### src/timer_config.svh
// Timer build configuration
`ifndef TIMER_CONFIG_SVH
`define TIMER_CONFIG_SVH

////////////////////////////////////////////////////////////////////////////
// Bus widths
////////////////////////////////////////////////////////////////////////////

// AHB address and data widths
`define TIMER_ADDR_W 32
`define TIMER_DATA_W 32

////////////////////////////////////////////////////////////////////////////
// Timer sizing
////////////////////////////////////////////////////////////////////////////

// Number of compare channels
`define TIMER_NUM 3

// Time and compare register width
`define TIMER_TIME_W 64

////////////////////////////////////////////////////////////////////////////
// Register map
////////////////////////////////////////////////////////////////////////////

`define TIMER_OFS_PRESCALE 'h00
`define TIMER_OFS_RESERVED 'h04
`define TIMER_OFS_IPENDING 'h08
`define TIMER_OFS_IENABLE  'h0C
`define TIMER_OFS_TIME     'h10
// Compare n sits at this offset plus 8*n
`define TIMER_OFS_TIMECMP  'h18

`endif

### src/timer_pkg.sv
// Timer shared types
`include "timer_config.svh"

package timer_pkg;

  // One bus data word
  typedef logic [`TIMER_DATA_W-1:0] word_t;

  // Time and compare values
  typedef logic [`TIMER_TIME_W-1:0] time_t;

  // One enable per byte lane
  typedef logic [`TIMER_DATA_W/8-1:0] byte_en_t;

  // Compare index, at least one bit wide
  localparam int TIMER_IDX_W = (`TIMER_NUM > 1) ? $clog2(`TIMER_NUM) : 1;
  typedef logic [TIMER_IDX_W-1:0] timer_idx_t;

  // One bit per compare channel
  typedef logic [`TIMER_NUM-1:0] timer_mask_t;

  // Decoded register target
  typedef enum logic [2:0] {
    SEL_NONE     = 3'd0,
    SEL_PRESCALE = 3'd1,
    SEL_IPENDING = 3'd2,
    SEL_IENABLE  = 3'd3,
    SEL_TIME_LO  = 3'd4,
    SEL_TIME_HI  = 3'd5,
    SEL_TIMECMP  = 3'd6
  } reg_sel_e;

  // HTRANS codes
  localparam logic [1:0] HTRANS_IDLE   = 2'b00;
  localparam logic [1:0] HTRANS_BUSY   = 2'b01;
  localparam logic [1:0] HTRANS_NONSEQ = 2'b10;
  localparam logic [1:0] HTRANS_SEQ    = 2'b11;

  // HSIZE codes up to bus width
  localparam logic [2:0] HSIZE_BYTE  = 3'b000;
  localparam logic [2:0] HSIZE_HWORD = 3'b001;
  localparam logic [2:0] HSIZE_WORD  = 3'b010;

endpackage : timer_pkg

### src/timer_regbus_if.sv
// Timer register access bus
`timescale 1ns/1ps

interface timer_regbus_if;
  import timer_pkg::*;

  // Access in its data phase, from decode
  logic       wr;
  logic       rd;
  reg_sel_e   sel;
  timer_idx_t idx;
  // Upper half of a 64-bit register
  logic       hi;
  byte_en_t   be;
  word_t      wdata;

  // Register file view, from execute
  word_t      rdata;
  logic       irq_any;

  // Decoder side
  modport dec (
    output wr, rd, sel, idx, hi, be, wdata
  );

  // Register file side
  modport exe (
    input  wr, sel, idx, hi, be, wdata,
    output rdata, irq_any
  );

  // Response side
  modport res (
    input rd, rdata, irq_any
  );

endinterface : timer_regbus_if

### src/ahb_timer_decode.sv
// AHB address phase decoder
`timescale 1ns/1ps
`include "timer_config.svh"

module ahb_timer_decode (
  input  logic                     HCLK,
  input  logic                     HRESETn,
  input  logic                     HSEL,
  input  logic [`TIMER_ADDR_W-1:0] HADDR,
  input  timer_pkg::word_t         HWDATA,
  input  logic                     HWRITE,
  input  logic [2:0]               HSIZE,
  input  logic [1:0]               HTRANS,
  input  logic                     HREADY,
  timer_regbus_if.dec              bus
);
  import timer_pkg::*;

  // Block decodes a 4 KiB window that HSEL selects
  localparam int DEC_W = 12;

  logic             xfer;
  logic [DEC_W-1:0] ofs;
  logic [DEC_W-1:0] cmp_ofs;
  logic [DEC_W-4:0] cmp_num;
  reg_sel_e         sel_d;

  // Address phase captured on HREADY
  logic             wr_q;
  logic             rd_q;
  reg_sel_e         sel_q;
  timer_idx_t       idx_q;
  logic             hi_q;
  byte_en_t         be_q;

  // Lane enables for a 32-bit bus
  function automatic byte_en_t gen_be(input logic [2:0] size, input logic [1:0] lane);
    byte_en_t be;
    case (size)
      HSIZE_BYTE:  be = byte_en_t'(4'b0001 << lane);
      HSIZE_HWORD: be = byte_en_t'(4'b0011 << {lane[1], 1'b0});
      HSIZE_WORD:  be = '1;
      // Wider sizes are not legal here
      default:     be = '1;
    endcase
    return be;
  endfunction

  ////////////////////////////////////////////////////////////////////////////
  // Address phase
  ////////////////////////////////////////////////////////////////////////////

  // Only NONSEQ and SEQ carry a transfer
  always_comb
  begin
    case (HTRANS)
      HTRANS_NONSEQ, HTRANS_SEQ: xfer = HSEL;
      HTRANS_IDLE, HTRANS_BUSY:  xfer = 1'b0;
      default:                   xfer = 1'b0;
    endcase
  end

  // Word aligned offset and compare slot
  assign ofs     = {HADDR[DEC_W-1:2], 2'b00};
  assign cmp_ofs = ofs - DEC_W'(`TIMER_OFS_TIMECMP);
  assign cmp_num = cmp_ofs[DEC_W-1:3];

  always_comb
  begin
    case (ofs)
      DEC_W'(`TIMER_OFS_PRESCALE): sel_d = SEL_PRESCALE;
      DEC_W'(`TIMER_OFS_RESERVED): sel_d = SEL_NONE;
      // Pending bits are read only
      DEC_W'(`TIMER_OFS_IPENDING): sel_d = HWRITE ? SEL_NONE : SEL_IPENDING;
      DEC_W'(`TIMER_OFS_IENABLE):  sel_d = SEL_IENABLE;
      DEC_W'(`TIMER_OFS_TIME):     sel_d = SEL_TIME_LO;
      DEC_W'(`TIMER_OFS_TIME + 4): sel_d = SEL_TIME_HI;
      default:
      begin
        // Compare slots past the last timer fall through to none
        if (ofs >= DEC_W'(`TIMER_OFS_TIMECMP) && cmp_num < `TIMER_NUM)
          sel_d = SEL_TIMECMP;
        else
          sel_d = SEL_NONE;
      end
    endcase
  end

  ////////////////////////////////////////////////////////////////////////////
  // Data phase registers
  ////////////////////////////////////////////////////////////////////////////

  always_ff @(posedge HCLK or negedge HRESETn)
  begin
    if (!HRESETn)
    begin
      wr_q  <= 1'b0;
      rd_q  <= 1'b0;
      sel_q <= SEL_NONE;
    end
    else if (HREADY)
    begin
      wr_q  <= xfer & HWRITE;
      rd_q  <= xfer & ~HWRITE;
      sel_q <= sel_d;
    end
  end

  // Access details
  always_ff @(posedge HCLK)
  begin
    if (HREADY)
    begin
      idx_q <= timer_idx_t'(cmp_num);
      hi_q  <= HADDR[2];
      be_q  <= gen_be(HSIZE, HADDR[1:0]);
    end
  end

  // Write data is valid at the end of a ready data phase
  assign bus.wr    = wr_q & HREADY;
  assign bus.rd    = rd_q;
  assign bus.sel   = sel_q;
  assign bus.idx   = idx_q;
  assign bus.hi    = hi_q;
  assign bus.be    = be_q;
  assign bus.wdata = HWDATA;

  // Accepted transfers are no wider than the data bus
  a_size_legal: assert property (@(posedge HCLK) disable iff (!HRESETn)
    (HREADY && xfer) |-> (HSIZE <= HSIZE_WORD));

endmodule : ahb_timer_decode

### src/timer_execute.sv
// Timer register file and counter
`timescale 1ns/1ps
`include "timer_config.svh"

module timer_execute (
  input  logic        HCLK,
  input  logic        HRESETn,
  timer_regbus_if.exe bus
);
  import timer_pkg::*;

  localparam int DW = $bits(word_t);

  // Control registers
  word_t       prescale_q;
  logic        enabled_q;
  logic        prescale_wr_q;
  timer_mask_t ienable_q;
  timer_mask_t ipending_q;

  // Prescaler
  word_t       prescale_cnt_q;
  logic        count_en_q;

  // Time base and compares
  time_t       time_q;
  time_t       timecmp_q [`TIMER_NUM];

  // Write strobes
  logic        wr_prescale;
  logic        wr_ienable;
  logic        wr_time_lo;
  logic        wr_time_hi;
  logic        wr_timecmp;

  // Take new bytes where the lane is enabled
  function automatic word_t merge_bytes(input word_t old_val, input word_t new_val,
                                        input byte_en_t be);
    word_t res;
    for (int n = 0; n < $bits(byte_en_t); n++)
      res[n*8 +: 8] = be[n] ? new_val[n*8 +: 8] : old_val[n*8 +: 8];
    return res;
  endfunction

  assign wr_prescale = bus.wr && (bus.sel == SEL_PRESCALE);
  assign wr_ienable  = bus.wr && (bus.sel == SEL_IENABLE);
  assign wr_time_lo  = bus.wr && (bus.sel == SEL_TIME_LO);
  assign wr_time_hi  = bus.wr && (bus.sel == SEL_TIME_HI);
  assign wr_timecmp  = bus.wr && (bus.sel == SEL_TIMECMP);

  ////////////////////////////////////////////////////////////////////////////
  // Control registers
  ////////////////////////////////////////////////////////////////////////////

  always_ff @(posedge HCLK or negedge HRESETn)
  begin
    if (!HRESETn)
    begin
      prescale_q    <= '0;
      enabled_q     <= 1'b0;
      prescale_wr_q <= 1'b0;
      ienable_q     <= '0;
    end
    else
    begin
      // Pulse restarts the prescaler
      prescale_wr_q <= wr_prescale;
      if (wr_prescale)
      begin
        prescale_q <= merge_bytes(prescale_q, bus.wdata, bus.be);
        // First prescale write starts the time base
        enabled_q  <= 1'b1;
      end
      // Upper enable bits are dropped
      if (wr_ienable)
        ienable_q <= timer_mask_t'(merge_bytes(word_t'(ienable_q), bus.wdata, bus.be));
    end
  end

  ////////////////////////////////////////////////////////////////////////////
  // Prescaler and time base
  ////////////////////////////////////////////////////////////////////////////

  // Down-counter, one tick every prescale+1 cycles
  always_ff @(posedge HCLK or negedge HRESETn)
  begin
    if (!HRESETn)
      prescale_cnt_q <= '0;
    else if (prescale_wr_q || prescale_cnt_q == '0)
      prescale_cnt_q <= prescale_q;
    else
      prescale_cnt_q <= prescale_cnt_q - 1'b1;
  end

  always_ff @(posedge HCLK or negedge HRESETn)
  begin
    if (!HRESETn)
      count_en_q <= 1'b0;
    else
      count_en_q <= enabled_q && (prescale_cnt_q == '0);
  end

  // Bus writes win over the increment
  always_ff @(posedge HCLK or negedge HRESETn)
  begin
    if (!HRESETn)
      time_q <= '0;
    else if (wr_time_lo)
      time_q[DW-1:0] <= merge_bytes(time_q[DW-1:0], bus.wdata, bus.be);
    else if (wr_time_hi)
      time_q[2*DW-1:DW] <= merge_bytes(time_q[2*DW-1:DW], bus.wdata, bus.be);
    else if (count_en_q)
      time_q <= time_q + 1'b1;
  end

  ////////////////////////////////////////////////////////////////////////////
  // Compares and pending bits
  ////////////////////////////////////////////////////////////////////////////

  always_ff @(posedge HCLK or negedge HRESETn)
  begin
    if (!HRESETn)
    begin
      for (int n = 0; n < `TIMER_NUM; n++)
        timecmp_q[n] <= '0;
      ipending_q <= '0;
    end
    else
    begin
      for (int n = 0; n < `TIMER_NUM; n++)
      begin
        if (wr_timecmp && bus.idx == timer_idx_t'(n))
        begin
          if (bus.hi)
            timecmp_q[n][2*DW-1:DW] <= merge_bytes(timecmp_q[n][2*DW-1:DW], bus.wdata, bus.be);
          else
            timecmp_q[n][DW-1:0] <= merge_bytes(timecmp_q[n][DW-1:0], bus.wdata, bus.be);
          // Rearm, clear takes priority over a match
          ipending_q[n] <= 1'b0;
        end
        else if (enabled_q && timecmp_q[n] <= time_q)
          ipending_q[n] <= 1'b1;
      end
    end
  end

  ////////////////////////////////////////////////////////////////////////////
  // Read mux and interrupt
  ////////////////////////////////////////////////////////////////////////////

  always_comb
  begin
    case (bus.sel)
      SEL_PRESCALE: bus.rdata = prescale_q;
      SEL_IPENDING: bus.rdata = word_t'(ipending_q);
      SEL_IENABLE:  bus.rdata = word_t'(ienable_q);
      SEL_TIME_LO:  bus.rdata = time_q[DW-1:0];
      SEL_TIME_HI:  bus.rdata = time_q[2*DW-1:DW];
      SEL_TIMECMP:  bus.rdata = bus.hi ? timecmp_q[bus.idx][2*DW-1:DW]
                                       : timecmp_q[bus.idx][DW-1:0];
      // Reserved and unmapped read as zero
      default:      bus.rdata = '0;
    endcase
  end

  assign bus.irq_any = |(ipending_q & ienable_q);

  // Decode filters out compare slots past the last timer
  a_cmp_idx: assert property (@(posedge HCLK) disable iff (!HRESETn)
    wr_timecmp |-> (bus.idx < `TIMER_NUM));

endmodule : timer_execute

### src/timer_result.sv
// AHB response and interrupt
`timescale 1ns/1ps

module timer_result (
  input  logic             HCLK,
  input  logic             HRESETn,
  timer_regbus_if.res      bus,
  output timer_pkg::word_t HRDATA,
  output logic             HREADYOUT,
  output logic             tint
);

  // Set in the second cycle of a read data phase
  logic rd_done_q;
  // First cycle of a read data phase
  logic rd_first;

  ////////////////////////////////////////////////////////////////////////////
  // Read wait state
  ////////////////////////////////////////////////////////////////////////////

  assign rd_first = bus.rd & ~rd_done_q;

  // One wait cycle per read
  assign HREADYOUT = ~rd_first;

  always_ff @(posedge HCLK or negedge HRESETn)
  begin
    if (!HRESETn)
      rd_done_q <= 1'b0;
    else
      rd_done_q <= rd_first;
  end

  // Register value captured during the wait
  always_ff @(posedge HCLK)
  begin
    if (rd_first)
      HRDATA <= bus.rdata;
  end

  ////////////////////////////////////////////////////////////////////////////
  // Interrupt
  ////////////////////////////////////////////////////////////////////////////

  // One cycle behind the pending and enable bits
  always_ff @(posedge HCLK or negedge HRESETn)
  begin
    if (!HRESETn)
      tint <= 1'b0;
    else
      tint <= bus.irq_any;
  end

  // Decode holds rd until the wait ends
  a_one_wait: assert property (@(posedge HCLK) disable iff (!HRESETn)
    !HREADYOUT |=> (HREADYOUT && bus.rd));

endmodule : timer_result

### src/ahb_timer_top.sv
// AHB3-Lite timer top level
`timescale 1ns/1ps
`include "timer_config.svh"

module ahb_timer_top (
  input  logic                     HCLK,
  input  logic                     HRESETn,

  // AHB3-Lite slave port
  input  logic                     HSEL,
  input  logic [`TIMER_ADDR_W-1:0] HADDR,
  input  timer_pkg::word_t         HWDATA,
  input  logic                     HWRITE,
  input  logic [2:0]               HSIZE,
  input  logic [1:0]               HTRANS,
  input  logic                     HREADY,
  output timer_pkg::word_t         HRDATA,
  output logic                     HREADYOUT,
  output logic                     HRESP,

  // Timer interrupt
  output logic                     tint
);

  // Block never signals an error
  localparam logic HRESP_OKAY = 1'b0;

  // Decoded access from decode to the register file and response
  timer_regbus_if bus ();

  ////////////////////////////////////////////////////////////////////////////
  // Units
  ////////////////////////////////////////////////////////////////////////////

  ahb_timer_decode u_decode (
    .HCLK    (HCLK),
    .HRESETn (HRESETn),
    .HSEL    (HSEL),
    .HADDR   (HADDR),
    .HWDATA  (HWDATA),
    .HWRITE  (HWRITE),
    .HSIZE   (HSIZE),
    .HTRANS  (HTRANS),
    .HREADY  (HREADY),
    .bus     (bus.dec)
  );

  timer_execute u_execute (
    .HCLK    (HCLK),
    .HRESETn (HRESETn),
    .bus     (bus.exe)
  );

  timer_result u_result (
    .HCLK      (HCLK),
    .HRESETn   (HRESETn),
    .bus       (bus.res),
    .HRDATA    (HRDATA),
    .HREADYOUT (HREADYOUT),
    .tint      (tint)
  );

  assign HRESP = HRESP_OKAY;

endmodule : ahb_timer_top

### config.mk
export PLATFORM = sky130hd
export DESIGN_NAME = ahb_timer_top
export DESIGN_NICKNAME = d
export VERILOG_FILES = /design/src/timer_pkg.sv /design/src/timer_regbus_if.sv /design/src/ahb_timer_decode.sv /design/src/timer_execute.sv /design/src/timer_result.sv /design/src/ahb_timer_top.sv
export VERILOG_INCLUDE_DIRS = /design/src
export SDC_FILE = /design/constraint.sdc
export NUM_CORES = 1
export LEC_CHECK = 0
export BUFFER_PORTS_ARGS = -buffer_cell sky130_fd_sc_hd__buf_2
export CAP_MARGIN = 15
export CORE_ASPECT_RATIO = 1.4
export CORE_MARGIN = 2
export CORE_UTILIZATION = 65
export CTS_CLUSTER_SIZE = 14
export DETAILED_ROUTE_END_ITERATION = 8
export PLACE_DENSITY = 0.84
export REMOVE_ABC_BUFFERS = 1
export SLEW_MARGIN = 20
export SYNTH_ARGS = -nofsm -noshare
export SYNTH_HDL_FRONTEND = slang
export SYNTH_HIERARCHICAL = 1
export SYNTH_SLANG_ARGS = --single-unit
### constraint.sdc
create_clock -name HCLK -period 4.2 [get_ports HCLK]
set_input_delay 0.42 -clock HCLK [delete_from_list [all_inputs] [get_ports HCLK]]
set_output_delay 0.42 -clock HCLK [all_outputs]
set_load 0.1 [all_outputs]
==> results.rst <==
.. list-table::
   :header-rows: 1

   * - Metric
     - Value
   * - Run status
     - completed
   * - Library cell with the highest instance count after synthesis
     - dfrtp_1
   * - Worst relative slew slack
     - 0.149
   * - Die H
     - 228 um
   * - Critical Path AT
     - roughly 3.8 ns
   * - Crit share post-route
     - 0.780
   * - Ratio of routed vias to standard cells
     - 6.97
   * - Initial cell density of the core
     - 0.654
   * - Overall die width
     - approximately 160 um
   * - Number of antenna-violating nets in the routed design
     - 0
   * - Share of post-route cells with drive strength above 1
     - 0.191
   * - Area leader, netlist
     - dfrtp_1
   * - Largest net degree at the start of global routing
     - 112
   * - PnR Total Power
     - about 0.0084 W
   * - Power density cells
     - around 330 mW/mm2
   * - Antenna violations before repair
     - 0
   * - Max Slew Vio Count
     - 0
   * - Clock transition at the registers of the reported paths
     - 0.06 ns
   * - Highest net fanout along the worst path
     - 12
   * - Number of distinct library cells after synthesis
     - 81
   * - Final WL
     - ~73000 um
   * - Total leakage power
     - 12.0 nW
   * - Number of buffers added by the clock tree synthesis step
     - 39
   * - Crit path time final
     - 3.27 ns
   * - Number of enable flip-flop cells after synthesis
     - 39
   * - Global-route total usage across every layer
     - 0.391
   * - Detail Placement HPWL
     - ~52000 um
   * - Avg WL per Cell
     - 25.0 um
   * - Antenna diode count
     - 0
   * - Yosys synthesis warning count
     - 6
   * - Post-synthesis instance total
     - 2368
   * - Buffer levels on the longest clock path
     - 3
   * - FF+latch count, synth
     - 375
   * - Post-CTS Setup Bufs
     - 0
   * - Mapped Area
     - 0.0233 mm2
   * - Transition time at the pin with the least slew margin
     - 1.26 ns
   * - IO Pins
     - 109
   * - Cts-stage hold buffer count
     - 1
   * - Crit path required time
     - 4.69 ns
   * - Maximum level of the CTS H-tree
     - 2
   * - Final count of negative-setup-slack endpoints
     - 0
   * - Number of standard-cell rows in the floorplan
     - 82
   * - Core Footprint
     - 0.0356 mm2
   * - Layout Skew
     - 0.0147 ns
   * - Category of the worst setup path launch point
     - flop
   * - Setup repair after global routing missed its margin
     - false
   * - Share of the yosys chip area belonging to registers
     - 0.412
   * - Global-route wire length before repair
     - approximately 110000 um
   * - Worst voltage drop across the vdd grid
     - 0.349 mV
   * - # nets final
     - approximately 2700
   * - Maximum Capacitance Violations
     - 0
   * - Area contributors post-synth
     - dfrtp_1, mux2_2, ha_1
   * - DRC violations left
     - 0
   * - First-pass detailed-route iteration total
     - 6
   * - Number of sinks handled by clock tree synthesis
     - 375
   * - Fmax
     - roughly 0.3 GHz
   * - Final hold vios
     - 0
   * - Finished layout cell area
     - between 0.02 and 0.03 mm2
   * - Worst-skew pair later-pin latency
     - 0.55 ns
   * - I/O Buffers
     - 86
   * - Final TNS setup
     - 0 ns
   * - Via count of the first global-routing pass
     - around 20000
   * - Area growth syn-to-layout
     - 9.62%
   * - Worst setup path class
     - flop to flop
   * - Tightest Hold Check Type
     - input port to flop
   * - List of most frequent post-synthesis cells
     - dfrtp_1, nand2_1, mux2_2
   * - Starting DRC count in detailed routing
     - between 2000 and 2500
   * - Total cell area at the placement stage
     - ~0.024 mm2
   * - Final GP Congestion
     - 1.01
   * - Number of vias in the routed layout
     - 20300
   * - Most used flip-flop cell after synthesis
     - dfrtp_1
   * - Clock tree from TritonCTS
     - yes
   * - GRT Residual Overflow
     - 0
   * - Root buf cell
     - clkbuf_16
   * - Per-instance average area after synthesis
     - 9.83 um2
   * - Layout fillers
     - between 2000 and 3000
   * - Die Outline Area
     - 0.0374 mm2
   * - Critical Path Sink Type
     - flop
   * - Number of gates resized after cts
     - 0
   * - Share of the synthesized area in the top cell type
     - 0.361
   * - Proportion of synthesized flip-flops having asynchronous set or reset
     - 0.896
-- placed cells by master, fill, tap and decap left out, drive strengths merged, types with 15 or more instances in the layout --
| cell | instances |
|---|---|
| dfrtp | 336 |
| nand2 | 244 |
| mux2 | 229 |
| ha | 196 |
| a21oi | 195 |
| o21ai | 154 |
| buf | 150 |
| nor2 | 137 |
| inv | 82 |
| mux2i | 68 |
| clkbuf | 62 |
| nand3 | 61 |
| o22ai | 59 |
| nand4 | 57 |
| edfxtp | 39 |
| o211ai | 37 |
| nor3 | 28 |
| nor4 | 21 |
| a21o | 20 |
| xnor2 | 19 |
| a31oi | 15 |
-- worst max-delay path, cell delays in order (launching register included) --
cell and delay, ns:
dfrtp_1 0.53, ha_1 0.24, nand3_1 0.23, or4_1 0.65
nor2_1 0.42, buf_4 0.30, nand2_1 0.20, o311ai_0 0.39
o221a_2 0.25
-- power by group --
part,leakage [nW],internal [W],switching (W)
clock,0.656,0.00215,0.00145
combinational,6.49,0.000283,0.000556
sequential,4.86,0.00381,0.000145
total,12.0,0.00624,0.00215
-- worst paths after layout --
path	start	to	slack, ns	depth (start not counted)
max in group asynchronous	HRESETn	u_execute/prescale_cnt_q[0]$_DFF_PN0_	2.61	3
min	HADDR[2]	u_decode/bus.hi$_DFFE_PP_	0.09	1
min reg2reg	u_execute/time_q[17]$_DFFE_PN0P_	u_execute/time_q[17]$_DFFE_PN0P_	0.52	1
max reg2reg	u_execute/time_q[0]$_DFFE_PN0P_	u_execute/time_q[58]$_DFFE_PN0P_	0.93	8
min in group asynchronous	HRESETn	u_execute/timecmp_q[164]$_DFFE_PN0P_	0.52	2
max	u_execute/time_q[0]$_DFFE_PN0P_	u_execute/time_q[58]$_DFFE_PN0P_	0.93	8
-- kinds of logic (layout without fill, tap and decap cells) --
logic type               after synthesis  in the layout  synth area share
other                                  1              1          0.000161
buffers and inverters                226            304            0.0424
flip-flops                           375            375             0.412
multiplexers                         297            297             0.140
adder cells (fa/ha/maj)              196            196             0.105
XOR/XNOR                              28             28            0.0105
AO/OA/AOI/OAI                        594            594             0.155
AND/OR/NAND/NOR                      651            651             0.135
-- per-stage QoR --
| step | util | hold WS (ns) | cells | setup slack (ns) |
|---|---|---|---|---|
| after floorplan | - | 0.124 | 2224 | -0.759 |
| after global placement | 0.679 | 0.497 | 2836 | 1.08 |
| after detailed placement | 0.679 | 0.506 | 2836 | 0.995 |
| after CTS | 0.717 | 0.0766 | 2908 | 1.09 |
| after global routing | 0.717 | 0.0896 | 2908 | 0.737 |
| final | 0.717 | 0.0878 | 2908 | 0.925 |
-- routing by layer --
layer | wire length [um] | global-route usage | vias to the layer above
met5 | 0 | 0 | -
met1 | 25600 | 0.472 | 9840
met4 | 6360 | 0.284 | 0
met2 | 34800 | 0.632 | 1260
met3 | 6010 | 0.0613 | 349
li1 | - | - | 8822
-- registers in the layout (all words and copies together) (netlist names) --
| name | flops |
|---|---|
| u_execute/enabled_q | 1 |
| u_decode/bus.sel | 3 |
| u_execute/prescale_wr_q | 1 |
| u_execute/prescale_cnt_q | 32 |
| u_execute/timecmp_q | 192 |
| u_execute/count_en_q | 1 |
| u_execute/prescale_q | 32 |
| u_result/rd_done_q | 1 |
| u_result/HRDATA | 32 |
| u_execute/ienable_q | 3 |
| u_decode/bus.hi | 1 |
| u_execute/time_q | 64 |
| u_result/tint | 1 |
| u_decode/bus.rd | 1 |
| u_decode/bus.be | 4 |
| u_decode/bus.idx | 2 |
| u_execute/ipending_q | 3 |
| u_decode/wr_q | 1 |
-- cell type report --
class	instances	area (um2)	area share
clock buffers	62	1200	0.0472
inverters	82	308	0.0121
well taps	462	578	0.0227
multi-input cells	1767	12700	0.499
repair buffers	151	981	0.0384
flip-flops and latches	375	9580	0.376
clock inverters	9	120	0.00471
(Power assumes the default switching activity.)
